[src/logic/mouse_pkg.sv]
// PS/2 mouse shared types
package mouse_pkg;

    // One movement packet as collected from the device
    typedef struct packed {
        logic [7:0] status;
        logic [7:0] dx;
        logic [7:0] dy;
    } mouse_packet_t;

    // Received device-to-host frame
    typedef struct packed {
        logic [7:0] data;
        logic       valid;
        logic       err;
    } ps2_rx_t;

    // Host-to-device transmit request
    typedef struct packed {
        logic [7:0] data;
        logic       send;
    } ps2_tx_t;

    // Command and response byte codes
    typedef enum logic [7:0] {
        CMD_RESET    = 8'hFF,
        CMD_ENABLE   = 8'hF4,
        RSP_ACK      = 8'hFA,
        RSP_SELFTEST = 8'hAA,
        RSP_ID       = 8'h00
    } ps2_cmd_e;

    // Master FSM states
    typedef enum logic [3:0] {
        S_SEND_RESET,
        S_WAIT_ACK1,
        S_WAIT_AA,
        S_WAIT_ID,
        S_SEND_ENABLE,
        S_WAIT_ACK2,
        S_BYTE0,
        S_BYTE1,
        S_BYTE2
    } master_state_e;

    // Bus register map
    localparam logic [7:0] ADDR_STATUS = 8'hA0;
    localparam logic [7:0] ADDR_POS_X  = 8'hA1;
    localparam logic [7:0] ADDR_POS_Y  = 8'hA2;

    // Status byte bit positions
    localparam int STAT_ONE = 3;
    localparam int STAT_XS  = 4;
    localparam int STAT_YS  = 5;
    localparam int STAT_XO  = 6;
    localparam int STAT_YO  = 7;

endpackage

[src/logic/ps2_receiver.sv]
// PS/2 device-to-host receiver
`timescale 1ns/1ns

module ps2_receiver (
    input  logic               CLK,
    input  logic               RESETN,
    input  logic               clk_mouse,
    input  logic               data_mouse,
    input  logic               tx_busy,
    output mouse_pkg::ps2_rx_t rx
);

    logic [1:0] clk_sync;
    logic [1:0] data_sync;
    logic       clk_last;
    logic       clk_fall;
    logic [3:0] bit_cnt;
    logic [9:0] shift_q;
    logic       frame_err;
    logic       valid_q;
    logic [7:0] data_q;
    logic       err_q;

    // Two-flop synchronizers, lines idle high
    always_ff @(posedge CLK or negedge RESETN) begin
        if (!RESETN) begin
            clk_sync  <= 2'b11;
            data_sync <= 2'b11;
            clk_last  <= 1'b1;
        end else begin
            clk_sync  <= {clk_sync[0], clk_mouse};
            data_sync <= {data_sync[0], data_mouse};
            clk_last  <= clk_sync[1];
        end
    end

    assign clk_fall = clk_last & ~clk_sync[1];

    // shift_q holds start in bit 0, data in 8:1, parity in bit 9
    // Odd parity over data and parity bit must give 1
    assign frame_err = shift_q[0] | ~(^shift_q[9:1]) | ~data_sync[1];

    // Bit counter, cleared while the host owns the lines
    always_ff @(posedge CLK or negedge RESETN) begin
        if (!RESETN) begin
            bit_cnt <= 4'd0;
            valid_q <= 1'b0;
        end else begin
            valid_q <= 1'b0;
            if (tx_busy) begin
                bit_cnt <= 4'd0;
            end else if (clk_fall) begin
                if (bit_cnt == 4'd10) begin
                    bit_cnt <= 4'd0;
                    valid_q <= 1'b1;
                end else begin
                    bit_cnt <= bit_cnt + 4'd1;
                end
            end
        end
    end

    // Frame payload, LSB first
    always_ff @(posedge CLK) begin
        if (clk_fall) begin
            shift_q <= {data_sync[1], shift_q[9:1]};
            // Stop bit edge closes the frame
            if (bit_cnt == 4'd10) begin
                data_q <= shift_q[8:1];
                err_q  <= frame_err;
            end
        end
    end

    assign rx = '{data: data_q, valid: valid_q, err: err_q};

endmodule

[config.mk]
export PLATFORM = sky130hd
export DESIGN_NAME = ps2_receiver
export DESIGN_NICKNAME = d
export VERILOG_FILES = /design/src/logic/mouse_pkg.sv /design/src/logic/ps2_receiver.sv
export SDC_FILE = /design/constraint.sdc
export NUM_CORES = 1
export LEC_CHECK = 0
export BUFFER_PORTS_ARGS = -buffer_cell sky130_fd_sc_hd__buf_2
export CORE_MARGIN = 3
export CORE_UTILIZATION = 34
export DETAILED_ROUTE_END_ITERATION = 10
export PLACE_DENSITY = 0.49
export SETUP_SLACK_MARGIN = 0.15
export SYNTH_ARGS = -nofsm -noshare
export SYNTH_HDL_FRONTEND = slang
export SYNTH_SLANG_ARGS = --single-unit
export TNS_END_PERCENT = 20
[constraint.sdc]
create_clock -name CLK -period 2.21 [get_ports CLK]
set_input_delay 0.5525 -clock CLK [delete_from_list [all_inputs] [get_ports CLK]]
set_output_delay 0.5525 -clock CLK [all_outputs]
set_load 0.05 [all_outputs]
Word level (Yosys, flattened, before mapping) --
Index checks and enable logic that the tools add are counted.
Word-level totals: bits of input ports 5, word-level logic and storage cells 25, output and inout bits 10, bits in latches 0, bits in writable memories 0, memory bits (read-only) 0, flip-flop bits (word level) 29, memories 0
Operators by class: $lt $le $gt $ge 0, bitwise gates (word level) 6, multiplexer cells 6, add/subtract/negate cells 1, equality and inequality tests 1, multipliers 0, reductions and logical operators 3, divide/modulo/power cells 0, shift-type cells 0
Operators with widths (number):
- two-way mux 4 bit | 3
- parity 9 bit | 1
- adder 4 x 1 -> 4 bit (second input constant) | 1
- == test 4 bit (second input constant) | 1
- two-way mux 1 bit | 3
- inverter 1 bit | 3
- OR 1 bit | 2
- AND reduction 2 bit | 1
- nonzero test 2 bit | 1
- bitwise AND 1 bit | 1

Longest topological paths before layout --
depth after elaboration 4, gate-level depth with buffers 5

Worst setup path before layout --
Ideal clock, no wire load.
path kind reg2reg, start register bit_cnt[0], end register data_q[0], enable pin, cell stages (with the launch flop) 5, buffers on the path 0, arrival time 1.150 ns, slack 0.686 ns, period minus slack after synthesis 1.524 ns, path through dfrtp_1 > inv_1 > ha_1 > nand3b_1 > nor2_1
On the way: cells in the longest elaborated chain, start to end 2
Ends and longest elaborated chain:
- from (decl) | line ps2_receiver.sv:17 | logic [3:0] bit_cnt;
- from (signal assigned) | line ps2_receiver.sv:57 | bit_cnt <= bit_cnt + 4'd1;
- == test 4 bit | line ps2_receiver.sv:68 | if (bit_cnt == 4'd10) begin
- AND reduction 2 bit (no line)
- to (signal assigned) | line ps2_receiver.sv:69 | data_q <= shift_q[8:1];
- to (decl) | line ps2_receiver.sv:21 | logic [7:0] data_q;
No other way between the ends. A chain may end at the register's enable or synchronous reset.

Worst setup path in the final report --
start register data_q[7], end output rx[9] (netlist bit)
RTL lines:
- to (decl) | line ps2_receiver.sv:10 | output mouse_pkg::ps2_rx_t rx
No word-level cell between the ends.

==> metrics.yaml <==
status: "complete, no violations"
post_cts_resized: 0
globalplace.congestion: 0.7200
synth.net_count: 73
share_seq_of_total_power_pct: 57.4
floorplan.initialDensity_pct: 36.18
final_critical_path_setup_slack_ps: 760.3
crit_path_cell_trace: "buf_2"
grt_util_met3_pct: 3.743
first_global_vias: 526
layout_filler_cell_count: 278
netlist.top_cell.by_area: "sky130_fd_sc_hd__edfxtp_1"
insertedDiodeCount: 0
grt.met1_usage_pct: 10.35
die_w_um: 63.23
maxClockFrequency_ghz: 0.6898
async_flop_share_pct: 34.48
leakage_nw: 0.5163
clk_latency_ps: 310
finalNetCount: 92
post_synth_main_area_contributors: "sky130_fd_sc_hd__edfxtp_1, sky130_fd_sc_hd__dfstp_2, sky130_fd_sc_hd__dfrtp_1"
max_cap_violations: 0
avgRoutedWirePerCell_um: 11.49
layout.cells.non_filler: 130
worst_clock_skew_ps: 8.849
die_area_um2: 3998
syn_to_final_growth_pct: 16.29
end_kind: "output port"
p_switching_uw: 202.4
total_number_of_placement_rows: 20
yosys_most_used_dff: "sky130_fd_sc_hd__edfxtp_1"
path_class: "flop to output port"
number_of_synthesis_warnings: 0
clock_sink_count: 29
synth_cell_types: 26
cp_slowest_stage_delay_ps: 330
library_cell_contributing_the_largest_single_delay_on_the_critical_path: "sky130_fd_sc_hd__edfxtp_1"
drive_above_1_share_pct: 31.40
boundaryPins: 15
powerDensity_nw_per_um2: 815.1
ctsLongestPathBuffers: 2
grt.total_usage_pct: 8.540
timing.hold.ws_ps: 76.23
power.switching_fraction_pct: 19.17
worst_ep_arrival_time_ps: 900
detailed_place_hpwl_um: 1016
synth_area_per_cell_um2: 16.87
post-cts-setup-buffers: 0
finalCritPeriodShare_pct: 65.60
p_int_uw: 853.1
route.detailed.drc: 0
grt_residual_overflow: 0
slew-limit-headroom_pct: 74.93
cts_max_level: 2
antenna_found_initial: 0
iteration_count_of_the_initial_detailed_routing_pass: 2
aggregate_negative_setup_slack_ps: 0
synth_edf_count: 19
synth_most_common_cell: "sky130_fd_sc_hd__edfxtp_1"
peakVddDrop_mv: 0.6458
post-place-cells: 122
ys_seq_area_share_pct: 74.27
grt_max_degree: 11
grt_util_met2_pct: 11.86
netlist_area_um2: 1114
crit_fanout: 1
synth_top_area_share_pct: 51.24
critical_path_buf_inv_count: 1
syn-instance-count: 66
drt.antenna.violating_nets: 0
wire_length_of_the_first_global_routing_pass_um: 2435
globalRoute.busiestLayer: "met2"
synthTopCellsByCount: "sky130_fd_sc_hd__edfxtp_1, sky130_fd_sc_hd__dfrtp_1, sky130_fd_sc_hd__dfstp_2"
place.port_buffers: 14
die_h_um: 63.23
post_detailed_routing_wire_length_um: 1494
ctsHoldBuffers: 0
dr_total_vias: 550
timing.hold.worst.class: "input port to asynchronous set/reset pin"
required_arrival_time_at_the_worst_endpoint_ps: 1660
avgViaCountPerCell: 4.231
area_of_combinational_cells_with_multiple_inputs_um2: 252.7
worst_margin_pin_slew_ps: 375.6
core-area_um2: 3078
cp-start-kind: "flop"
final-max-slew-violation-count: 0
finalHoldViolCount: 0
ys_ff_latch: 29
tritoncts: "built"
setup_viol_count_final: 0
clockPowerShare_pct: 38.8
tritoncts.num_buffers: 5
timing.critical_path.max_delay_family: "flip-flops"
root_buffer_cell: "sky130_fd_sc_hd__clkbuf_4"
path_clk_slew_ps: 90
placedInstanceArea_um2: 1220
combinationalPowerShare_pct: 3.8
rsz0062_at_grt: "false"
final-seq-area_um2: 827.0
initialDrtViolationCount: 14
pre_cts_slack_ps: 783.5
clock_period_minus_final_worst_setup_slack_ps: 1450
final_cell_area_um2: 1295
==> cells in the final DEF, fill, tap and decap left out, types with 3 or more instances in the layout <==
| cell type | netlist | routed |
|---|---|---|
| sky130_fd_sc_hd__clkbuf_4 | 0 | 5 |
| sky130_fd_sc_hd__a21oi_1 | 3 | 3 |
| sky130_fd_sc_hd__nand2_1 | 3 | 3 |
| sky130_fd_sc_hd__dfrtp_1 | 5 | 5 |
| sky130_fd_sc_hd__buf_2 | 0 | 14 |
| sky130_fd_sc_hd__dfstp_2 | 5 | 5 |
| sky130_fd_sc_hd__edfxtp_1 | 19 | 19 |
| sky130_fd_sc_hd__nor2_1 | 4 | 4 |
==> per-layer routing <==
metal	wire, um	vias up	share of wire (%)
met5	0	-	0
met4	44	0	2.9
met3	83	7	5.6
met2	648	14	43
met1	717	258	48
li1	-	271	-
==> cells by family after synthesis <==
group           Yosys count  synth area share (%)
compound gates            5                 2.359
xor+xnor                  5                 6.517
fa+ha+maj                 2                 2.247
buf+inv                   5                 3.033
flops                    29                 74.27
mux                       2                 1.798
simple gates             18                 9.774
==> power by group through the flow <==
| stage | combinational (mW) | clock, mW | sequential (mW) |
|---|---|---|---|
| 2_1_floorplan | 0.0306 | 0 | 0.615 |
| 3_3_place_gp | 0.0404 | 0 | 0.618 |
| 3_5_place_dp | 0.0410 | 0 | 0.618 |
| 4_1_cts | 0.0410 | 0.427 | 0.607 |
| 5_1_grt | 0.0440 | 0.452 | 0.609 |
| 6_report | 0.0397 | 0.409 | 0.606 |
==> layout make-up <==
type	count	share of cell area, %
clock buffers	6	3.188
clock inverters	2	2.609
inverters	2	0.5797
multi-input cells	32	19.52
flip-flops and latches	29	63.86
well taps	44	4.251
repair buffers	15	5.990
==> state kept, by name, summed over array words and instances, names as in the netlist <==
name and flops:
bit_cnt 4, clk_last 1, clk_sync 2, data_q 8, data_sync 2, err_q 1, shift_q 10, valid_q 1
==> worst paths after layout <==
path                               from  slack (ps)  cells past startpoint           end
min reg2reg                data_sync[0]         360                      0  data_sync[1]
min in group CLK             data_mouse         330                      1  data_sync[0]
max in group asynchronous        RESETN        1870                      1      clk_last
max                           data_q[7]         760                      1         rx[9]
min                              RESETN          80                      1    bit_cnt[1]
max reg2reg                  shift_q[7]         780                      3         err_q
==> metrics by stage <==
stage               utilization (%)  power [mW]
floorplan                         -      0.6458
global placement              39.63      0.6583
detailed placement            39.63      0.6591
CTS                           42.07       1.075
global route                  42.07       1.104
finish                        42.07       1.055
(Power assumes the default switching activity.)
