**src/logic/mouse_pkg.sv**
```systemverilog
// PS/2 mouse shared types
package mouse_pkg;

    // One movement packet as collected from the device
    typedef struct packed {
        logic [7:0] status;
        logic [7:0] dx;
        logic [7:0] dy;
    } mouse_packet_t;

    // Received device-to-host frame
    typedef struct packed {
        logic [7:0] data;
        logic       valid;
        logic       err;
    } ps2_rx_t;

    // Host-to-device transmit request
    typedef struct packed {
        logic [7:0] data;
        logic       send;
    } ps2_tx_t;

    // Command and response byte codes
    typedef enum logic [7:0] {
        CMD_RESET    = 8'hFF,
        CMD_ENABLE   = 8'hF4,
        RSP_ACK      = 8'hFA,
        RSP_SELFTEST = 8'hAA,
        RSP_ID       = 8'h00
    } ps2_cmd_e;

    // Master FSM states
    typedef enum logic [3:0] {
        S_SEND_RESET,
        S_WAIT_ACK1,
        S_WAIT_AA,
        S_WAIT_ID,
        S_SEND_ENABLE,
        S_WAIT_ACK2,
        S_BYTE0,
        S_BYTE1,
        S_BYTE2
    } master_state_e;

    // Bus register map
    localparam logic [7:0] ADDR_STATUS = 8'hA0;
    localparam logic [7:0] ADDR_POS_X  = 8'hA1;
    localparam logic [7:0] ADDR_POS_Y  = 8'hA2;

    // Status byte bit positions
    localparam int STAT_ONE = 3;
    localparam int STAT_XS  = 4;
    localparam int STAT_YS  = 5;
    localparam int STAT_XO  = 6;
    localparam int STAT_YO  = 7;

endpackage

```
**src/logic/mouse_master.sv**
```systemverilog
// PS/2 mouse initialization and packet FSM
`timescale 1ns/1ns

module mouse_master (
    input  logic                     CLK,
    input  logic                     RESETN,
    input  mouse_pkg::ps2_rx_t       rx,
    input  logic                     tx_done,
    input  logic                     INTERRUPT_ACK,
    output mouse_pkg::ps2_tx_t       tx,
    output mouse_pkg::mouse_packet_t packet,
    output logic                     packet_valid,
    output logic                     SEND_INTERRUPT
);

    import mouse_pkg::*;

    master_state_e state;
    logic          cmd_issued;
    logic          send_q;
    logic [7:0]    cmd_q;
    logic [7:0]    status_q;
    logic [7:0]    dx_q;
    logic [7:0]    dy_q;
    logic          good_byte;
    logic          irq_q;

    assign good_byte = rx.valid && !rx.err;

    always_ff @(posedge CLK or negedge RESETN) begin
        if (!RESETN) begin
            state        <= S_SEND_RESET;
            cmd_issued   <= 1'b0;
            send_q       <= 1'b0;
            packet_valid <= 1'b0;
        end else begin
            send_q       <= 1'b0;
            packet_valid <= 1'b0;
            case (state)
                S_SEND_RESET, S_SEND_ENABLE: begin
                    // One send strobe per visit, then wait for the device ack bit
                    if (!cmd_issued) begin
                        send_q     <= 1'b1;
                        cmd_issued <= 1'b1;
                    end else if (tx_done) begin
                        cmd_issued <= 1'b0;
                        state <= (state == S_SEND_RESET) ? S_WAIT_ACK1 : S_WAIT_ACK2;
                    end
                end
                S_WAIT_ACK1: begin
                    if (rx.valid) begin
                        state <= (good_byte && rx.data == RSP_ACK) ? S_WAIT_AA : S_SEND_RESET;
                    end
                end
                S_WAIT_AA: begin
                    if (rx.valid) begin
                        state <= (good_byte && rx.data == RSP_SELFTEST) ? S_WAIT_ID
                                                                        : S_SEND_RESET;
                    end
                end
                S_WAIT_ID: begin
                    if (rx.valid) begin
                        state <= (good_byte && rx.data == RSP_ID) ? S_SEND_ENABLE
                                                                  : S_SEND_RESET;
                    end
                end
                S_WAIT_ACK2: begin
                    if (rx.valid) begin
                        state <= (good_byte && rx.data == RSP_ACK) ? S_BYTE0 : S_SEND_RESET;
                    end
                end
                S_BYTE0: begin
                    // Resync on the always-one status bit
                    if (good_byte && rx.data[STAT_ONE]) begin
                        state <= S_BYTE1;
                    end
                end
                S_BYTE1: begin
                    if (rx.valid) begin
                        state <= rx.err ? S_BYTE0 : S_BYTE2;
                    end
                end
                S_BYTE2: begin
                    if (rx.valid) begin
                        packet_valid <= !rx.err;
                        state        <= S_BYTE0;
                    end
                end
                default: state <= S_SEND_RESET;
            endcase
        end
    end

    // Command byte and packet payload
    always_ff @(posedge CLK) begin
        if (state == S_SEND_RESET && !cmd_issued) begin
            cmd_q <= CMD_RESET;
        end else if (state == S_SEND_ENABLE && !cmd_issued) begin
            cmd_q <= CMD_ENABLE;
        end
        if (good_byte) begin
            case (state)
                S_BYTE0: status_q <= rx.data;
                S_BYTE1: dx_q     <= rx.data;
                S_BYTE2: dy_q     <= rx.data;
                default: ;
            endcase
        end
    end

    // A fresh packet wins over an ack in the same cycle
    always_ff @(posedge CLK or negedge RESETN) begin
        if (!RESETN) begin
            irq_q <= 1'b0;
        end else if (packet_valid) begin
            irq_q <= 1'b1;
        end else if (INTERRUPT_ACK) begin
            irq_q <= 1'b0;
        end
    end

    assign tx             = '{data: cmd_q, send: send_q};
    assign packet         = '{status: status_q, dx: dx_q, dy: dy_q};
    assign SEND_INTERRUPT = irq_q;

endmodule

```
**config.mk**
```make
export PLATFORM = sky130hd
export DESIGN_NAME = mouse_master
export DESIGN_NICKNAME = d
export VERILOG_FILES = /design/src/logic/mouse_pkg.sv /design/src/logic/mouse_master.sv
export SDC_FILE = /design/constraint.sdc
export NUM_CORES = 1
export LEC_CHECK = 0
export BUFFER_PORTS_ARGS = -buffer_cell sky130_fd_sc_hd__clkbuf_2
export CAP_MARGIN = 20
export CORE_UTILIZATION = 52
export DETAILED_ROUTE_END_ITERATION = 10
export MAX_ROUTING_LAYER = met4
export PLACE_DENSITY = 0.83
export SETUP_SLACK_MARGIN = 0.15
export SLEW_MARGIN = 20
export SYNTH_ARGS = -nofsm -noshare
export SYNTH_HDL_FRONTEND = slang
export SYNTH_SLANG_ARGS = --single-unit
```
**constraint.sdc**
```tcl
create_clock -name CLK -period 4 [get_ports CLK]
set_clock_uncertainty 0.1 [all_clocks]
set_input_delay 0.2 -clock CLK [delete_from_list [all_inputs] [get_ports CLK]]
set_output_delay 0.2 -clock CLK [all_outputs]
set_load 0.005 [all_outputs]
```
==> Yosys cells after proc, flatten, opt, wreduce, memory -nomap -nowiden <==
Cells that the tools add are included.
{ "word_totals": {"elab_cells": 69, "output_inout_bits": 35, "regBits": 35} }
{ "op_classes": {"n_reduce_logical": 17, "muxes": 24, "n_eq_ne": 19} }
{ "op_table": {"columns": ["cell", "n"], "rows": [
  ["two-way mux 4 bit", 10],
  ["one-hot mux 4 bit (8 select lines)", 1],
  ["!= test 2 bit (second input constant)", 9],
  ["== test 4 x 3 -> 1 bit (second input constant)", 4],
  ["== test 8 bit (second input constant)", 2],
  ["two-way mux 3 bit", 3],
  ["AND reduction 9 bit", 1],
  ["== test 4 x 2 -> 1 bit (second input constant)", 2],
  ["logical NOT 8 bit", 1],
  ["two-way mux 1 bit", 8],
  ["logical AND 1 bit", 7],
  ["AND reduction 2 bit", 3],
  ["== test 4 x 1 -> 1 bit (second input constant)", 1],
  ["== test 4 bit (second input constant)", 1],
  ["logical NOT 4 bit", 1],
  ["two-way mux 2 bit", 2],
  ["logical NOT 1 bit", 2],
  ["nonzero test 2 bit", 1],
  ["OR reduction 2 bit", 1]
]} }

==> Depth between registers and ports, before layout <==
Gate-level depths: netlist of the first run.
{ "depth": {"depth_word": 6, "ltp_mapped": 5, "depth_no_buf": 4} }

==> Worst setup path after synthesis of the first run <==
OpenSTA, ideal clock, no wires.
{ "synth_timing": {"kind": "register -> register", "startpoint": "register state[1]", "endpoint": "register dy_q[0], enable pin", "slack_ns": 1.795, "t_required_ns": 3.513, "period_less_slack_ns": 2.205, "arrival_ns": 1.718, "path_stages_with_launch": 3, "cell_sequence": "dfrtp_1 -> or4b_4 -> nor3b_1"} }
{ "synth_between": {"elab_chain_cells": 2} }
{ "synth_rtl": {"columns": ["item", "line", "source"], "rows": [
  ["start, declared", "mouse_master.sv:18", "master_state_e state;"],
  ["start signal, assigned", "mouse_master.sv:47", "state <= (state == S_SEND_RESET) ? S_WAIT_ACK1 : S_WAIT_ACK2;"],
  ["start signal, assigned", "mouse_master.sv:52", "state <= (good_byte && rx.data == RSP_ACK) ? S_WAIT_AA : S_SEND_RESET;"],
  ["start signal, assigned", "mouse_master.sv:57", "state <= (good_byte && rx.data == RSP_SELFTEST) ? S_WAIT_ID"],
  ["== test 4 bit", "mouse_master.sv:102", "case (state)"],
  ["AND reduction 2 bit (no source line)", null, null],
  ["end signal, assigned", "mouse_master.sv:105", "S_BYTE2: dy_q <= rx.data;"],
  ["end, declared", "mouse_master.sv:24", "logic [7:0] dy_q;"]
]} }
No other way between the ends.
A chain may end at the register's enable or synchronous reset.

==> Final worst setup path of the first run <==
{ "layout_timing": {"startpoint": "register state[1]", "endpoint": "register dy_q[6], enable pin"} }
Same word-level chain as after synthesis.

==> metrics.md, run 1 <==
| Metric | Value |
|---|---|
| Outcome | complete, no violations |
| Synth top area share | 52.1% |
| Slowest CP cell | or4b_4 |
| Chip Width | 53.6 um |
| Gr usage total | 19.9% |
| P_leak | 0.693 nW |
| Hold Vio Cnt, Final | 0 |
| # setup viols final | 0 |
| Slowest Stage Delay on Critical Path | 630 ps |
| Rows | 18 |
| Fin util | 65.5% |
| Pin count of the biggest net entering global routing | 16 |
| Worst-path cell chain | or4b_4 -> nor3b_2 |
| Nets | 151 |
| First-pass GRT wire length | 3620 um |
| Worst relative slew slack | 53.7% |
| Dpl hpwl | 1830 um |
| PwrDens | 417 mW/mm2 |
| Drt pass-1 iters | 4 |
| Worst-Skew Late Latency | 330 ps |
| VDD IR max | 0.311 mV |
| Ys flop type | edfxtp_1 |
| #FFs+latches synth | 33 |
| Crit path DAT | 2100 ps |
| Tcrit/Tclk final | 55.7% |
| Drc violations | 0 |
| CTS tree | done |
| Worst hold margin | 3.74 ps |
| Mapped Cells | 93 |
| Area delta synth->final | 18.4% |
| Clock-pin slew on the worst setup and hold paths | 100 ps |
| IO Port Bufs | 43 |
| Fmax | 449 MHz |
| Area leader, netlist | edfxtp_1 |
| Core area | 0.00250 mm2 |
| Synth cell count leaders | edfxtp_1 (24), buf_4 (10), dfrtp_1 (8), nor2_1 (4) |
| Critical path's top delay family | simple AND/OR/NAND/NOR gates |
| Layout cells sized above 1 | 41.3% |
| CP Buf/Inv Count | 0 |
| Setup crit start kind | register |
| Post-Route WL | 2440 um |
| Worst Path Max Fanout | 15 |
| Critical Path RT | 3870 ps |
| I/O pin cnt | 49 |
| Initial antenna violation count | 0 |
| Post-DR wirelength/cell | 14.5 um |
| Root buf cell | clkbuf_4 |
| Max-cap violations | 0 |
| Die ar. | 0.00287 mm2 |
| CTS max path bufs | 2 |
| Routability congestion estimate | 0.863 |
| Count leader, synth | edfxtp_1 |
| Mean Syn Cell Area | 14.9 um2 |
| Initial DRC Count | 12 |
| Hold WC Path Type | in -> reg |
| Final ANT Viol Nets | 0 |
| Number of CTS-inserted buffers | 5 |
| RSZ-0062 raised after global routing | false |
| CP endpoint kind | register |
| Starting density of the core | 55.3% |
| Netlist cell types | 41 |
| Asr flop ratio synth | 24.2% |
| Sink Count | 33 |
| Register area share after synthesis | 68.1% |
| Post-DR vias/cell | 5.41 |
| Die Y | 53.6 um |
| EDFF count, synth | 24 |
| Crit Path Class | reg -> reg |
| Top cells by area, synth | edfxtp_1 (52%), dfrtp_1 (14%), buf_4 (5.4%), a31oi_4 (1.5%), dfxtp_1 (1.4%) |
| Tmin final | 2230 ps |
| Grt total ovfl | 0 |
| Post-CTS setup buffers | 0 |
| Vias in the first global route | 803 |
| Total number of vias | 909 |
| Synth Cell Area | 0.00138 mm2 |
| Diodes inserted | 0 |
| Worst slew pin tran | 691 ps |
| Fin. max-slew vios | 0 |
| Yosys warns | 0 |
| H-tree depth | 2 |
| Cts repair resizes | 0 |
| Sum Neg Setup Slack | 0 ps |
==> per-layer routing <==
metal  vias to the layer above  global-route usage, %  routed length (um)
li1                        435                      -                   -
met2                        38                   30.4                1150
met5                         -                      -                   0
met1                       427                   22.0                1030
met3                         9                   6.78                 192
met4                         0                   13.6                  68
==> cell usage in the layout (no fill, tap or decap), drive strengths merged, types with 2 or more instances in the layout <==
cell type and instances:
clkbuf 49, edfxtp 24, dfrtp 8, conb 5
nor2 5, inv 4, nor3 3, nand4 3
nor4 2, nor4bb 2, nand3b 2, nand3 2
clkinv 2, nor4b 2
==> registers in the layout (all words and copies together), names as in the netlist <==
signal,flops
SEND_INTERRUPT,1
cmd_issued,1
cmd_q,1
dx_q,8
dy_q,8
packet_valid,1
send_q,1
state,4
status_q,8
==> final timing paths <==
kind	cells after the start	end	start	slack, ps
worst max register to register	2	dy_q[6]$_DFFE_PP_	state[1]$_DFFE_PN0P_	1770
worst min register to register	1	SEND_INTERRUPT$_DFFE_PN0P_	packet_valid$_DFF_PN0_	370
worst max-delay path	2	dy_q[6]$_DFFE_PP_	state[1]$_DFFE_PN0P_	1770
worst min-delay path	1	status_q[5]$_DFFE_PP_	rx[7]	4
min in group asynchronous	2	state[2]$_DFFE_PN0P_	RESETN	130
max in group asynchronous	2	state[0]$_DFFE_PN0P_	RESETN	3490
==> cells by family (layout without fill, tap and decap cells) <==
group           count (synthesis)  in the layout  synth area share (%)
flops                          33             33                  68.1
buf+inv                        15             56                  6.88
mux                             2              2                  1.81
compound gates                 11             11                  7.42
simple gates                   31             31                  15.6
other cells                     1              5                 0.271
==> repair_timing <==
action / in CTS / in global routing
hold endpoints to repair: 8 / 0
setup endpoints to repair: 0 / 0
hold buffers: 1 / 0
==> area by class of cell <==
type | instances | area, um2
Clock buffer | 6 | 41.3
Clock inverter | 2 | 10.0
Fill cell | 182 | 863
Inverter | 4 | 15.0
Multi-Input combinational cell | 49 | 367
Sequential cell | 33 | 941
Tap cell | 30 | 37.5
Timing Repair Buffer | 44 | 225
==> metrics by stage <==
step	instance area, um2	power, mW	worst slack (ps)	cells
global placement	1570	0.512	1450	159
floorplan	1400	0.497	1790	97
detailed placement	1570	0.517	1330	159
global route	1640	0.711	1680	168
finish	1640	0.683	1770	168
CTS	1630	0.685	1320	168
==> power breakdown <==
group	switching, mW	internal, mW
combinational	0.0546	0.0504
clock	0.107	0.0668
sequential	0.0220	0.382
total	0.183	0.500
(Power assumes the default switching activity.)
==> run 2, diff against run 1 <==
- CORE_UTILIZATION: 52 -> 48
- PLACE_DENSITY: 0.83 -> 0.77
- clock period: 4 -> 2.1 ns (I/O delays scaled with it)
==> run 2 against run 1 <==
Non-clock buffer count rose by 14; clock-buffer cell count decreased by 1; register-to-register slack got worse by 1600 ps; critical endpoint is now dy_q[4]$_DFFE_PP_; highest routed layer unchanged.
==> metrics.md, run 2 (synthesis results as in run 1) <==
| Metric | Value |
|---|---|
| RSZ-0062 raised after global routing | false (unchanged) |
| Sum Neg Setup Slack | 0 ps (unchanged) |
| Dpl hpwl | 1960 um (was 1830 um) |
| Nets | 165 (was 151) |
| Most frequent cells in the layout | clkbuf_2 (43), edfxtp_1 (24), dlygate4sd3_1 (11) (was clkbuf_2 (43), edfxtp_1 (24), dfrtp_1 (8)) |
| Area delta synth->final | 28.2% (was 18.4%) |
| Max-cap violations | 0 (unchanged) |
| Worst Setup Slack post-DPL | 229 ps (was 1330 ps) |
| Worst-Skew Late Latency | 330 ps (about the same) |
| PwrDens | 762 mW/mm2 (was 417 mW/mm2) |
| Register-to-Register Path Depth | 3 (was 2) |
| Hold WC Path Type | in -> async (was in -> reg) |
| Total number of vias | 995 (was 909) |
| Biggest regs | dx_q x8, dy_q x8, status_q x8 (unchanged) |
| I/O pin cnt | 49 (unchanged) |
| Worst Path Max Fanout | 11 (was 15) |
| Post-CTS setup buffers | 0 (unchanged) |
| Fin. max-slew vios | 0 (unchanged) |
| Hold Vio Cnt, Final | 0 (unchanged) |
| IO Port Bufs | 43 (unchanged) |
| Chip Width | 55.7 um (was 53.6 um) |
| P_leak | 0.755 nW (was 0.693 nW) |
| Die Y | 55.7 um (was 53.6 um) |
| Setup slack after layout | 207 ps (was 1770 ps) |
| Crit Path Class | reg -> reg (unchanged) |
| R2r setup slk | 210 ps (was 1770 ps) |
| R2r startpoint | state[1]$_DFFE_PN0P_ (unchanged) |
| Layout cells sized above 1 | 40.8% (was 41.3%) |
| Placed cell count | 164 (was 159) |
| CP startpoint | state[1]$_DFFE_PN0P_ (unchanged) |
| Core area | 0.00273 mm2 (was 0.00250 mm2) |
| Post-Layout Cell Count | 183 (was 168) |
| Post-DR vias/cell | 5.44 (was 5.41) |
| Die ar. | 0.00310 mm2 (was 0.00287 mm2) |
| Sink Count | 33 (unchanged) |
| CP endpoint kind | register (unchanged) |
| Reg-to-reg endpoint | dy_q[4]$_DFFE_PP_ (was dy_q[6]$_DFFE_PP_) |
| Fmax | 528 MHz (was 449 MHz) |
| Root buf cell | clkbuf_4 (unchanged) |
| Post-DR wirelength/cell | 15.2 um (was 14.5 um) |
| Setup crit end | dy_q[4]$_DFFE_PP_ (was dy_q[6]$_DFFE_PP_) |
| Setup crit start kind | register (unchanged) |
| Pin count of the biggest net entering global routing | 12 (was 16) |
| Clock-pin slew on the worst setup and hold paths | 100 ps (about the same) |
| Routability congestion estimate | 0.863 (about the same) |
| Fin util | 64.9% (was 65.5%) |
| Number of CTS-inserted buffers | 5 (unchanged) |
| H-tree depth | 2 (unchanged) |
| CTS max path bufs | 2 (unchanged) |
| First-pass GRT wire length | 4620 um (was 3620 um) |
| Diodes inserted | 0 (unchanged) |
| Grt total ovfl | 0 (unchanged) |
| Post-Route WL | 2790 um (was 2440 um) |
| Initial DRC Count | 27 (was 12) |
| Crit path DAT | 1840 ps (was 2100 ps) |
| Tcrit/Tclk final | 90.2% (was 55.7%) |
| Outcome | complete, no violations (unchanged) |
| Rows | 19 (was 18) |
| CTS tree | done (unchanged) |
| Drc violations | 0 (unchanged) |
| # setup viols final | 0 (unchanged) |
| Drt pass-1 iters | 4 (unchanged) |
| Final ANT Viol Nets | 0 (unchanged) |
| Vias in the first global route | 972 (was 803) |
| VDD IR max | 0.570 mV (was 0.311 mV) |
| Most common cell after layout, fill and taps aside | clkbuf_2 (unchanged) |
| Critical Path RT | 2050 ps (was 3870 ps) |
| Tmin final | 1890 ps (was 2230 ps) |
| Starting density of the core | 50.6% (was 55.3%) |
| Gr usage total | 20.7% (was 19.9%) |
| Initial antenna violation count | 0 (unchanged) |
run 2: cell count changes in the layout (fill, tap and decap cells not counted):
| cell | delta |
|---|---|
| a2111oi_1 | +1 |
| clkbuf_1 | -1 |
| clkinvlp_4 | +1 |
| buf_4 | +4 |
| dlygate4sd3_1 | +10 |
| a2111oi_0 | -1 |
run 2: metrics by stage:
step                hold slack (ps)  power [mW]  cell area [um2]
CTS                            26.4        1.37             1770
floorplan                      -291       0.947             1400
finish                         36.0        1.35             1770
global placement               -136        1.00             1610
global route                   38.4        1.42             1770
detailed placement             -134        1.01             1610
run 2: worst min path at each step:
stage | startpoint | endpoint | slack [ps]
final | RESETN | state[1]$_DFFE_PN0P_ | 40
after global routing | RESETN | state[1]$_DFFE_PN0P_ | 40
after CTS | RESETN | send_q$_DFF_PN0_ | 30
after detailed placement | RESETN | send_q$_DFF_PN0_ | -130
after global placement | RESETN | send_q$_DFF_PN0_ | -140
after floorplan | RESETN | SEND_INTERRUPT$_DFFE_PN0P_ | -290
run 2: cell type report:
class | instances | area [um2]
clock inverter | 3 | 17.5
clock buffer | 5 | 37.5
multi-input combinational | 49 | 368
fill | 209 | 961
tap | 31 | 38.8
timing repair buffer | 58 | 355
sequential | 33 | 941
inverter | 4 | 15.0
run 2: power by group:
part	total, mW	leakage, nW	switching [mW]	internal [mW]
registers	0.755	0.330	0.0258	0.729
clock network	0.338	0.0310	0.212	0.126
logic	0.259	0.394	0.137	0.122
total	1.35	0.755	0.374	0.977
run 2: what timing repair did:
action	4_1_cts	5_1_grt
gates resized for setup	0	1
endpoints found under the setup margin	0	1
hold endpoints to repair	34	0
hold buffers	11	0
run 2: critical path, stage by stage, from the launching register on:
cell and delay [ps]:
dfrtp_1 500, or4b_4 620, nor3b_2 190, buf_4 200
run 2: metal layers:
metal,vias to the layer above,global-route usage (%),routed length (um)
met5,-,-,0
met2,49,32.5,1380
met3,10,6.74,176
li1,461,-,-
met1,475,24.0,1140
met4,0,10.0,94
