### config.mk
export PLATFORM = sky130hd
export DESIGN_NAME = mouse_position
export DESIGN_NICKNAME = d
export VERILOG_FILES = /design/src/logic/mouse_pkg.sv /design/src/logic/mouse_position.sv
export SDC_FILE = /design/constraint.sdc
export NUM_CORES = 1
export LEC_CHECK = 0
export ABC_AREA = 1
export BUFFER_PORTS_ARGS = -buffer_cell sky130_fd_sc_hd__buf_2
export CELL_PAD_IN_SITES_DETAIL_PLACEMENT = 0
export CELL_PAD_IN_SITES_GLOBAL_PLACEMENT = 1
export CORE_ASPECT_RATIO = 1.75
export CORE_MARGIN = 4
export CORE_UTILIZATION = 33
export DETAILED_ROUTE_END_ITERATION = 6
export PLACE_DENSITY_LB_ADDON = 0.1
export RECOVER_POWER = 50
export SKIP_CTS_REPAIR_TIMING = 1
export SLEW_MARGIN = 25
export SYNTH_ARGS = -nofsm -noshare
export SYNTH_HDL_FRONTEND = slang
export SYNTH_SLANG_ARGS = --single-unit
### constraint.sdc
create_clock -name CLK -period 1.8 [get_ports CLK]
set_input_delay 0.18 -clock CLK [delete_from_list [all_inputs] [get_ports CLK]]
set_output_delay 0.18 -clock CLK [all_outputs]
set_load 0.02 [all_outputs]
### src/logic/mouse_pkg.sv
// PS/2 mouse shared types
package mouse_pkg;

    // One movement packet as collected from the device
    typedef struct packed {
        logic [7:0] status;
        logic [7:0] dx;
        logic [7:0] dy;
    } mouse_packet_t;

    // Received device-to-host frame
    typedef struct packed {
        logic [7:0] data;
        logic       valid;
        logic       err;
    } ps2_rx_t;

    // Host-to-device transmit request
    typedef struct packed {
        logic [7:0] data;
        logic       send;
    } ps2_tx_t;

    // Command and response byte codes
    typedef enum logic [7:0] {
        CMD_RESET    = 8'hFF,
        CMD_ENABLE   = 8'hF4,
        RSP_ACK      = 8'hFA,
        RSP_SELFTEST = 8'hAA,
        RSP_ID       = 8'h00
    } ps2_cmd_e;

    // Master FSM states
    typedef enum logic [3:0] {
        S_SEND_RESET,
        S_WAIT_ACK1,
        S_WAIT_AA,
        S_WAIT_ID,
        S_SEND_ENABLE,
        S_WAIT_ACK2,
        S_BYTE0,
        S_BYTE1,
        S_BYTE2
    } master_state_e;

    // Bus register map
    localparam logic [7:0] ADDR_STATUS = 8'hA0;
    localparam logic [7:0] ADDR_POS_X  = 8'hA1;
    localparam logic [7:0] ADDR_POS_Y  = 8'hA2;

    // Status byte bit positions
    localparam int STAT_ONE = 3;
    localparam int STAT_XS  = 4;
    localparam int STAT_YS  = 5;
    localparam int STAT_XO  = 6;
    localparam int STAT_YO  = 7;

endpackage

### src/logic/mouse_position.sv
// Mouse X/Y position accumulator
`timescale 1ns/1ns

module mouse_position #(
    parameter int MAX_X = 159,
    parameter int MAX_Y = 119
) (
    input  logic                     CLK,
    input  logic                     RESETN,
    input  mouse_pkg::mouse_packet_t packet,
    input  logic                     packet_valid,
    output logic [7:0]               pos_x,
    output logic [7:0]               pos_y
);

    import mouse_pkg::*;

    logic [7:0] next_x;
    logic [7:0] next_y;

    // Add a 9-bit signed delta and clamp to 0..max_pos
    function automatic logic [7:0] step_pos(
        input logic [7:0] pos,
        input logic [7:0] delta,
        input logic       sign,
        input logic       ovf,
        input logic [7:0] max_pos
    );
        logic        [8:0] delta9;
        logic signed [9:0] sum;
        // Overflowed deltas are not trustworthy
        delta9 = ovf ? 9'd0 : {sign, delta};
        sum    = $signed({2'b00, pos}) + $signed({delta9[8], delta9});
        if (sum < 0) begin
            step_pos = 8'd0;
        end else if (sum > $signed({2'b00, max_pos})) begin
            step_pos = max_pos;
        end else begin
            step_pos = sum[7:0];
        end
    endfunction

    always_comb begin
        next_x = step_pos(pos_x, packet.dx, packet.status[STAT_XS],
                          packet.status[STAT_XO], 8'(MAX_X));
        // Positive dy moves up the Y axis
        next_y = step_pos(pos_y, packet.dy, packet.status[STAT_YS],
                          packet.status[STAT_YO], 8'(MAX_Y));
    end

    always_ff @(posedge CLK or negedge RESETN) begin
        if (!RESETN) begin
            pos_x <= 8'(MAX_X / 2);
            pos_y <= 8'(MAX_Y / 2);
        end else if (packet_valid) begin
            pos_x <= next_x;
            pos_y <= next_y;
        end
    end

endmodule

# Yosys cells after proc, flatten, opt, wreduce, memory -nomap -nowiden
# Index checks and enable logic that the tools add are counted.
# word_totals
regBits	16
inputBits	27
out_inout_bits	16
wordCells	14
# op_classes
add_sub_neg	2
magnitude_cmp	4
muxes	6
# op_table
cell	n
$mux W8	4
$add A9 B9 Y10	2
$lt A10 B1 Y1 const B	2
$mux W9	2
$gt A10 B8 Y1 const B	1
$gt A10 B9 Y1 const B	1

# Logic depth before layout (Yosys ltp)
# Gate-level depths: netlist of the first run.
# logic_depth
ltp_word	5
depth_mapped	16
ltp_nobuf	16

# Worst setup path after synthesis of the first run
# Ideal clock, no wire load.
# synth_timing
kind	reg-to-reg
from	register pos_y[0]
to	register pos_y[2]
setup_ns	0.116
arrival_time_ns	1.908
t_required_ns	1.684
slack_ns	-0.225
path_stages_with_launch	14
path_buffers	0
period_less_slack_ns	2.025
cell_sequence	dfstp_2 -> ha_1 -> inv_1 -> fa_1 -> inv_1 -> nand2_2 -> nand2_2 -> nand2_2 -> nand3b_1 -> nand2_2 -> nor2_8 -> nand3_1 -> nand2_1 -> nand2_1
# synth_via
elab_chain_cells	4
elab_cells_between_ends	5
cone_classes	add/sub (1); order compare (2); mux (2)
# synth_rtl
element	line_no	text
start: declaration	mouse_position.sv:13	output logic [7:0] pos_y
start signal: assignment	mouse_position.sv:54	pos_y <= 8'(MAX_Y / 2);
start signal: assignment	mouse_position.sv:57	pos_y <= next_y;
$add A9 B9 Y10 *	mouse_position.sv:33	sum = $signed({2'b00, pos}) + $signed({delta9[8], delta9});
$gt A10 B8 Y1	mouse_position.sv:36	end else if (sum > $signed({2'b00, max_pos})) begin
$mux W8	mouse_position.sv:36	
$mux W8 *	mouse_position.sv:34	if (sum < 0) begin
# Mark *: on every way between the ends. The rest lies on a longest branch, timed or not.
# A chain may end at the register's enable or synchronous reset.

# Worst setup path in the final report of the first run
# Ends and elaborated chain as after synthesis.

==> results of run 1 <==
## worst max-delay path: stages (launching register included)
cell      delay (ns)
dfstp_2         0.55
ha_4            0.14
inv_2           0.03
fa_2            0.35
inv_2           0.07
nand2_2         0.06
nand2_2         0.06
nand2_2         0.05
nand3b_1        0.09
nand2_2         0.09
nor2_8          0.13
nand3_1         0.08
nand2_1         0.06
nand2_1         0.04
## cells in the final DEF, fill, tap and decap left out, types with 3 or more instances in the layout
cell	n
nand2_2	16
dfstp_2	10
buf_2	37
nand3_2	4
ha_1	11
nand2_1	100
inv_1	52
ha_4	5
dfrtp_1	6
inv_2	10
nand3_1	23
nand3b_1	3
clkbuf_8	4
buf_4	31
nor2_1	30
## Yosys cell counts (all sizes together)
library cell  instances  share of area (%)
inv                  62                 13
clkbuf                1               0.21
or2                   1               0.36
ha                   16                 11
nand3b                3                1.3
dfrtp                 6                8.6
a21oi                 4                1.1
o21bai                1               0.43
fa                    2                2.3
dfstp                10                 15
nand4                 2               0.71
nand3                28                8.3
xnor2                 2                1.0
nor2                 32                7.8
nand2               118                 27
buf                   2               0.57
xor2                  2                1.0
## per-layer routing
layer	GRT usage, %	share of wire [%]	vias up
li1	-	-	1016
met1	13.7	35	794
met2	32.0	62	17
met3	0.324	1.1	4
met4	6.00	1.7	0
met5	0	0	-
## per-stage QoR
stage          power, uW  std cells  hold WS, ns
6_report            2670        419        0.141
5_1_grt             2950        419        0.148
4_1_cts             2560        418       -0.156
3_5_place_dp        2230        414        0.119
3_3_place_gp        2220        414        0.112
2_1_floorplan       1570        292       -0.116
## worst paths after layout
check,startpoint,endpoint,cells after the start
worst max-delay path,pos_y[0]$_DFFE_PN1P_,pos_y[2]$_DFFE_PN0P_,13
worst min-delay path,packet_valid,pos_y[7]$_DFFE_PN0P_,2
worst max register to register,pos_y[0]$_DFFE_PN1P_,pos_y[2]$_DFFE_PN0P_,13
worst min register to register,pos_x[1]$_DFFE_PN1P_,pos_x[1]$_DFFE_PN1P_,2
max in group asynchronous,RESETN,pos_x[7]$_DFFE_PN0P_,2
min in group asynchronous,RESETN,pos_x[4]$_DFFE_PN0P_,2
## area by class of cell
| class | instances | area share (%) |
|---|---|---|
| Multi-Input combinational cell | 211 | 49.8 |
| Timing Repair Buffer | 72 | 19.1 |
| Sequential cell | 16 | 16.7 |
| Inverter | 62 | 9.42 |
| Tap cell | 54 | 2.73 |
| Clock buffer | 4 | 2.23 |
## state kept, by name, indices dropped and copies added (netlist names)
name   cells
pos_y      8
pos_x      8
## logic make-up after synthesis
logic type                 synth area share [%]
xor gates and xnor gates                   2.00
AOI/OAI and AO/OA                          1.57
buffers and inverters                      14.1
DFF                                        23.6
adders and majority gates                  13.7
and+or+nand+nor                            45.1
## report_power, final
group | total [uW] | internal, uW | switching, uW
Combinational | 1750 | 806 | 945
Clock | 309 | 194 | 116
Sequential | 606 | 511 | 94.8
==> out/qor.txt, run 1 <==
VDD IR max - 529 uV
Finished Cell Area - 0.00247 mm2
Cell Rows - 34
Leakage - 0.00149 uW
R2R Setup Slk - -0.12 ns
Slew HR - 42.3%
Final WS setup - -0.118 ns
Starting DRT DRC Count - 35
drt drc - 0
htree depth - 1
Clk Latency, worst-skew pair - 0.24 ns
WP data required - 1.94 ns
final setup violation count - 7
Die Wd - 63.1 um
ANT nets after route - 0
Slew Limit Fails - 0
antenna violations before repair - 0
Clock Skews - 0.000757 ns
fraction of layout cells with a size suffix above 1 - 35.3%
total gr overflow - 0
vias in the first global route - 1816
Unique masters post-synth - 22
Placement Setup Slack - -0.153 ns
RSZ-0062 raised after global routing - yes
synthesized area - 0.00175 mm2
first-pass GRT wire length - 7.77 mm
antenna diode count - 0
port bufs - 38
largest net degree at the start of global routing - 17
IO Pins - 43
post-DR vias/cell - 4.37
Final nets - 411
Max clock buf depth - 2
failing checks - setup timing
area delta synth->final - 41.0%
die area - 0.00659 mm2
Seq/Total Area, Yosys - 23.6%
P per Cell Area - 1080 mW/mm2
Final HPWL DP - 4.05 mm
Hold Vio Cnt, Final - 0
Initial Util - 34.6%
clock-pin slew on the worst setup and hold paths - 0.06 ns
Core Area - 0.00506 mm2
Avg Cell Area, Syn - 6.00 um2
Die H - 104 um
Final Util - 48.8%
CTS tree - done
Crit. End Element - register
Fmax - 521 MHz
GRT Util Overall - 14.9%
CP max FO - 7
total CTS buffers - 3
Placed Area - 0.00228 mm2
Setup TNS Final - -0.676 ns
Worst-Margin Slew - 0.866 ns
CTS Sinks - 16
Synth Warn # - 0
flops & latches, synth - 16
fin crit share - 107%
status - complete, but fails checks
CP Class - reg -> reg
CP arrival - 2.06 ns
Syn Inst Count - 292
crit start category - register
Filler Cell Count - 547
Vias - 1831
Wirelength per Cell - 11.0 um
Pre-Repair DR Iteration Count - 4
Net Count, Synth - 337
root buf cell - clkbuf_8
Hold Crit Class - in -> reg
Register Area - 413 um2
area occupied by multi-input gates - 0.00123 mm2
max-cap violations - 0
final wirelength - 4.62 mm
RD Place Congestion - 0.794
minimum clock period after layout - 1.92 ns
Power figures use the tool's default switching activity.
==> inputs of run 2 (changes only) <==
CORE_ASPECT_RATIO = unset   (was 1.75)
==> out/qor.txt, run 2 (synthesis results as in run 1) <==
Die Wd - 80.9 um (was 63.1 um)
final wirelength - 4.57 mm (was 4.62 mm)
IO Pins - 43 (unchanged)
crit path max-delay cell type - dfstp_2 (unchanged)
post-DR vias/cell - 4.30 (was 4.37)
P per Cell Area - 1090 mW/mm2 (was 1080 mW/mm2)
met1 global-route usage - 19.2% (was 13.7%)
die area - 0.00654 mm2 (was 0.00659 mm2)
Crit. End Element - register (unchanged)
Initial Util - 34.1% (was 34.6%)
commonest non-fill, non-tap cells in the layout - 99 x nand2_1, 52 x inv_1, 37 x buf_2, 30 x nor2_1, 24 x buf_4 (was 100 x nand2_1, 52 x inv_1, 37 x buf_2, 31 x buf_4, 30 x nor2_1)
ANT nets after route - 0 (unchanged)
Final nets - 402 (was 411)
critical path's largest stage delay - 0.55 ns (about the same)
final setup violation count - 7 (unchanged)
Pre-Repair DR Iteration Count - 4 (unchanged)
Die H - 80.9 um (was 104 um)
Placement Setup Slack - -0.112 ns (was -0.153 ns)
most frequent CP cell - nand2_2 (unchanged)
antenna diode count - 0 (unchanged)
port bufs - 38 (unchanged)
Critical path buffers and inverters - 2 (unchanged)
vias in the first global route - 1688 (was 1816)
drt drc - 0 (unchanged)
fin crit share - 106% (was 107%)
top flop regs - pos_x: 8 flops, pos_y: 8 flops (unchanged)
placed cell count - 420 (was 414)
Slew Limit Fails - 0 (unchanged)
RD Place Congestion - 0.787 (was 0.794)
Fmax - 524 MHz (was 521 MHz)
Final WS setup - -0.109 ns (was -0.118 ns)
status - complete, but fails checks (unchanged)
max-cap violations - 0 (unchanged)
CP top delay family - simple AND/OR/NAND/NOR gates (unchanged)
Final HPWL DP - 3.70 mm (was 4.05 mm)
Leakage - 0.00146 uW (was 0.00149 uW)
Placed Area - 0.00220 mm2 (was 0.00228 mm2)
WP data required - 1.94 ns (about the same)
Max clock buf depth - 2 (unchanged)
Clk Latency, worst-skew pair - 0.25 ns (was 0.24 ns)
root buf cell - clkbuf_8 (unchanged)
GR peak layer - met2 (unchanged)
Finished Cell Area - 0.00247 mm2 (about the same)
Cell Rows - 26 (was 34)
htree depth - 1 (unchanged)
area delta synth->final - 40.7% (was 41.0%)
M2 GR Usage - 24.2% (was 32.0%)
commonest non-fill, non-tap cell in the layout - nand2_1 (unchanged)
Hold Vio Cnt, Final - 0 (unchanged)
largest net degree at the start of global routing - 17 (unchanged)
CTS tree - done (unchanged)
Worst-Margin Slew - 0.888 ns (was 0.866 ns)
Hold Crit Class - in -> reg (unchanged)
Wirelength per Cell - 10.7 um (was 11.0 um)
total CTS buffers - 3 (unchanged)
Clock Skews - 0.00297 ns (was 0.000757 ns)
CP Class - reg -> reg (unchanged)
CP max FO - 7 (unchanged)
critical path, cell by cell - ha_4 > inv_2 > fa_2 > inv_2 > nand2_2 > nand2_2 > nand2_2 > nand3b_1 > nand2_2 > nor2_8 > nand3_1 > nand2_1 > nand2_1 (unchanged)
failing checks - setup timing (unchanged)
CTS Sinks - 16 (unchanged)
CP arrival - 2.05 ns (was 2.06 ns)
fin cells - 426 (was 419)
Starting DRT DRC Count - 46 (was 35)
first-pass GRT wire length - 7.45 mm (was 7.77 mm)
RSZ-0062 raised after global routing - yes (unchanged)
crit start category - register (unchanged)
Vias - 1830 (was 1831)
Final Power - 2700 uW (was 2670 uW)
fraction of layout cells with a size suffix above 1 - 36.5% (was 35.3%)
Core Area - 0.00514 mm2 (was 0.00506 mm2)
total gr overflow - 0 (unchanged)
VDD IR max - 546 uV (was 529 uV)
minimum clock period after layout - 1.91 ns (was 1.92 ns)
GRT Util Overall - 14.3% (was 14.9%)
antenna violations before repair - 0 (unchanged)
met3 Use GR - 1.11% (was 0.324%)
clock-pin slew on the worst setup and hold paths - 0.06 ns (about the same)
Slew HR - 40.8% (was 42.3%)
run 2: changes by cell type in the layout (fill, tap and decap cells not counted), sizes merged:
cell,change
buf,-9
run 2: worst register-to-register path: cells and delay by family (launching register included):
family | cells | cell delay [ns]
adders and majority gates | 2 | 0.47
buffers and inverters | 2 | 0.10
and+or+nand+nor | 9 | 0.67
DFF | 1 | 0.55
run 2: cell type report:
| class | count | area, um2 |
|---|---|---|
| flip-flops and latches | 16 | 413 |
| clock buffers | 4 | 55.1 |
| repair buffers | 63 | 379 |
| multi-input cells | 211 | 1300 |
| fillers | 589 | 2670 |
| well taps | 70 | 87.6 |
| inverters | 62 | 235 |
run 2: final timing paths:
check	start	to	slack, ns	depth (start not counted)
worst max-delay path	pos_y[0]$_DFFE_PN1P_	pos_y[2]$_DFFE_PN0P_	-0.11	13
worst min-delay path	packet_valid	pos_y[7]$_DFFE_PN0P_	0.15	2
worst max register to register	pos_y[0]$_DFFE_PN1P_	pos_y[2]$_DFFE_PN0P_	-0.11	13
worst min register to register	pos_x[0]$_DFFE_PN1P_	pos_x[0]$_DFFE_PN1P_	0.50	2
max in group asynchronous	RESETN	pos_x[7]$_DFFE_PN0P_	0.68	2
min in group asynchronous	RESETN	pos_x[4]$_DFFE_PN0P_	0.58	2
run 2: per-layer routing:
metal | share of wire [%] | wire length (um)
met1 | 46 | 2090
met2 | 50 | 2300
met3 | 2.7 | 125
met4 | 1.3 | 61
met5 | 0 | 0
run 2: through the flow:
stage / hold slack [ns] / TNS [ns] / util (%)
floorplan: -0.116 / -0.418 / -
global placement: 0.115 / -0.858 / 42.9
detailed placement: 0.121 / -1.10 / 42.9
CTS: -0.153 / -1.18 / 44.0
global route: 0.141 / -1.83 / 48.0
finish: 0.146 / -0.560 / 48.0
run 2: power by group:
group          internal, uW  switching, uW
Combinational           777            980
Sequential              512            109
Clock                   194            124
Total                  1480           1210
==> inputs of run 3 (changes only) <==
ABC_AREA = unset   (was 1)
CAP_MARGIN = 20   (was unset)
CORE_UTILIZATION = 35   (was 33)
==> out/qor.txt, run 3 <==
CP arrival - 2.47 ns (was 2.05 ns)
Filler Cell Count - 387 (was 589)
Initial Util - 36.3% (was 34.1%)
CTS Sinks - 16 (unchanged)
Final nets - 315 (was 402)
WP data required - 1.94 ns (about the same)
Avg Cell Area, Syn - 8.98 um2 (was 6.00 um2)
IO Pins - 43 (unchanged)
total gr overflow - 0 (unchanged)
Die Wd - 75.2 um (was 80.9 um)
R2R Setup Slk - -0.53 ns (was -0.11 ns)
fin crit share - 129% (was 106%)
RD Place Congestion - 0.968 (was 0.787)
flops & latches, synth - 16 (unchanged)
antenna diode count - 0 (unchanged)
crit start category - register (unchanged)
die area - 0.00565 mm2 (was 0.00654 mm2)
cells taking the most area after synthesis - dfstp_2 17%, ha_1 13%, dfrtp_1 9.5% (was nand2_1 24%, dfstp_2 15%, inv_1 12%)
Leakage - 0.00120 uW (was 0.00146 uW)
Clk Latency, worst-skew pair - 0.25 ns (about the same)
Final HPWL DP - 3.72 mm (was 3.70 mm)
Syn Inst Count - 176 (was 292)
first-pass GRT wire length - 7.29 mm (was 7.45 mm)
Fmax - 430 MHz (was 524 MHz)
r2r startpoint - pos_y[0]$_DFFE_PN1P_ (unchanged)
area delta synth->final - 62.6% (was 40.7%)
min-delay src - packet_valid (unchanged)
top flop regs - pos_x: 8 flops, pos_y: 8 flops (unchanged)
synthesized area - 0.00158 mm2 (was 0.00175 mm2)
ys flop type - dfstp_2 (unchanged)
Die H - 75.2 um (was 80.9 um)
max-cap violations - 0 (unchanged)
Hold Crit Class - in -> reg (unchanged)
top cell type's share of synthesized area - 16.6% (was 23.6%)
Switch Pwr - 1460 uW (was 1210 uW)
Gate power share - 70.6% (was 65.2%)
Cell Rows - 24 (was 26)
most frequent cells after synthesis - 18 x nor2b_1, 16 x ha_1, 16 x nand2_1, 11 x a21oi_1, 10 x dfstp_2 (was 110 x nand2_1, 54 x inv_1, 31 x nor2_1, 27 x nand3_1, 16 x ha_1)
WHS Endpoint - pos_y[7]$_DFFE_PN0P_ (unchanged)
ANT nets after route - 0 (unchanged)
hold path cells - 2 (unchanged)
Wirelength per Cell - 14.3 um (was 10.7 um)
Clk network pwr share - 9.2% (was 11.8%)
Worst-Margin Slew - 0.876 ns (was 0.888 ns)
total CTS buffers - 3 (unchanged)
post-DR vias/cell - 5.20 (was 4.30)
CP Class - reg -> reg (unchanged)
R2R depth - 9 (was 13)
minimum clock period after layout - 2.33 ns (was 1.91 ns)
Pint - 2010 uW (was 1480 uW)
final setup violation count - 15 (was 7)
Starting DRT DRC Count - 55 (was 46)
clock-pin slew on the worst setup and hold paths - 0.07 ns (was 0.06 ns)
fraction of layout cells with a size suffix above 1 - 53.5% (was 36.5%)
RSZ-0062 raised after global routing - yes (unchanged)
Finished Cell Area - 0.00257 mm2 (was 0.00247 mm2)
R2R Path End - pos_y[2]$_DFFE_PN0P_ (unchanged)
CTS tree - done (unchanged)
commonest non-fill, non-tap cell in the layout - buf_4 (was nand2_1)
count leader, synth - nor2b_1 (was nand2_1)
Slew HR - 41.6% (was 40.8%)
switching share of power - 42.1% (was 45.0%)
largest net degree at the start of global routing - 17 (unchanged)
Max clock buf depth - 2 (unchanged)
CP max FO - 4 (was 7)
Seq/Total Area, Yosys - 26.1% (was 23.6%)
Final Util - 59.0% (was 48.0%)
Unique masters post-synth - 47 (was 22)
Net Count, Synth - 221 (was 337)
Vias - 1668 (was 1830)
vias in the first global route - 1713 (was 1688)
Flop pwr share - 20.2% (was 23.0%)
fin cells - 321 (was 426)
Placed Area - 0.00237 mm2 (was 0.00220 mm2)
Core Area - 0.00435 mm2 (was 0.00514 mm2)
antenna violations before repair - 0 (unchanged)
failing checks - setup timing (unchanged)
P per Cell Area - 1350 mW/mm2 (was 1090 mW/mm2)
htree depth - 1 (unchanged)
port bufs - 38 (unchanged)
commonest non-fill, non-tap cells in the layout - 52 x buf_4, 37 x buf_2, 18 x nor2b_1, 16 x nand2_1, 10 x dfstp_2 (was 99 x nand2_1, 52 x inv_1, 37 x buf_2, 30 x nor2_1, 24 x buf_4)
Crit. End Element - register (unchanged)
area leader, netlist - dfstp_2 (was nand2_1)
Clock Skews - 0.00427 ns (was 0.00297 ns)
placed cell count - 314 (was 420)
Synth Warn # - 0 (unchanged)
Final WS setup - -0.528 ns (was -0.109 ns)
final wirelength - 4.60 mm (was 4.57 mm)
Setup TNS Final - -5.67 ns (was -0.560 ns)
Pre-Repair DR Iteration Count - 4 (unchanged)
GRT Util Overall - 16.4% (was 14.3%)
VDD IR max - 498 uV (was 546 uV)
drt drc - 0 (unchanged)
status - complete, but fails checks (unchanged)
Post-synth ARST share - 100% (unchanged)
Slew Limit Fails - 0 (unchanged)
Hold Vio Cnt, Final - 0 (unchanged)
EDFF count, synth - 0 (unchanged)
root buf cell - clkbuf_8 (unchanged)
==> run 3: changes by cell type in the layout (fill, tap and decap cells not counted), moves of 5 or more <==
cell / previous run / this run
nand2_1: 99 / 16
inv_1: 52 / 4
buf_4: 24 / 52
nor2_1: 30 / 6
nor2b_1: 0 / 18
nand2_2: 17 / 0
nand3_1: 17 / 2
nand3_2: 10 / 0
inv_2: 9 / 1
xnor2_1: 1 / 8
a21o_1: 0 / 5
a22oi_1: 0 / 5
==> run 3: stage by stage <==
step	worst slack [ns]	total power (uW)	hold slack [ns]
after detailed placement	-0.591	2970	0.116
after global routing	-0.670	3740	0.222
after CTS	-0.593	3310	-0.157
after global placement	-0.557	2920	0.103
final	-0.528	3480	0.234
after floorplan	-0.507	2060	-0.116
==> run 3: how the worst max path moves through the flow <==
stage / startpoint / endpoint / cells after the start
5_1_grt: pos_y[0]$_DFFE_PN1P_ / pos_y[2]$_DFFE_PN0P_ / 9
3_3_place_gp: pos_y[0]$_DFFE_PN1P_ / pos_y[2]$_DFFE_PN0P_ / 9
6_report: pos_y[0]$_DFFE_PN1P_ / pos_y[2]$_DFFE_PN0P_ / 9
3_5_place_dp: packet[23] / pos_y[2]$_DFFE_PN0P_ / 10
4_1_cts: pos_y[0]$_DFFE_PN1P_ / pos_y[2]$_DFFE_PN0P_ / 9
2_1_floorplan: pos_y[0]$_DFFE_PN1P_ / pos_y[2]$_DFFE_PN0P_ / 9
==> run 3: area by class of cell <==
cell class	count	area, um2	share of cell area [%]
clock buffers	4	55.1	2.14
inverters	6	22.5	0.876
multi-input cells	151	1410	55.0
flip-flops and latches	16	413	16.1
well taps	52	65.1	2.53
repair buffers	92	601	23.4
==> run 3: critical path, cell delays in order (launching register included) <==
cell and delay [ns]:
dfstp_2 0.56, ha_4 0.14, inv_2 0.03, fa_2 0.34, nor2b_1 0.12, o211ai_1 0.11, a221o_1 0.35, a31oi_4 0.21
o211ai_1 0.13, a22o_1 0.21
==> run 3: power groups by stage <==
stage	clock network (uW)	registers (uW)	logic (uW)
global placement	0	696	2220
CTS	325	699	2280
floorplan	0	882	1180
detailed placement	0	701	2270
finish	319	702	2450
global route	343	724	2670
==> run 3: routing by layer <==
| metal | global-route usage [%] | share of wire [%] |
|---|---|---|
| met1 | 20.4 | 44 |
| met5 | 0 | 0 |
| met3 | 0.801 | 2.4 |
| met2 | 30.5 | 53 |
| met4 | 4.66 | 1.0 |
==> run 3: kinds of logic after synthesis <==
group / synth area share, %
compound gates: 27.4
xor+xnor: 6.10
fa+ha+maj: 15.2
buf+inv: 2.30
flops: 26.1
mux: 0.713
simple gates: 22.2
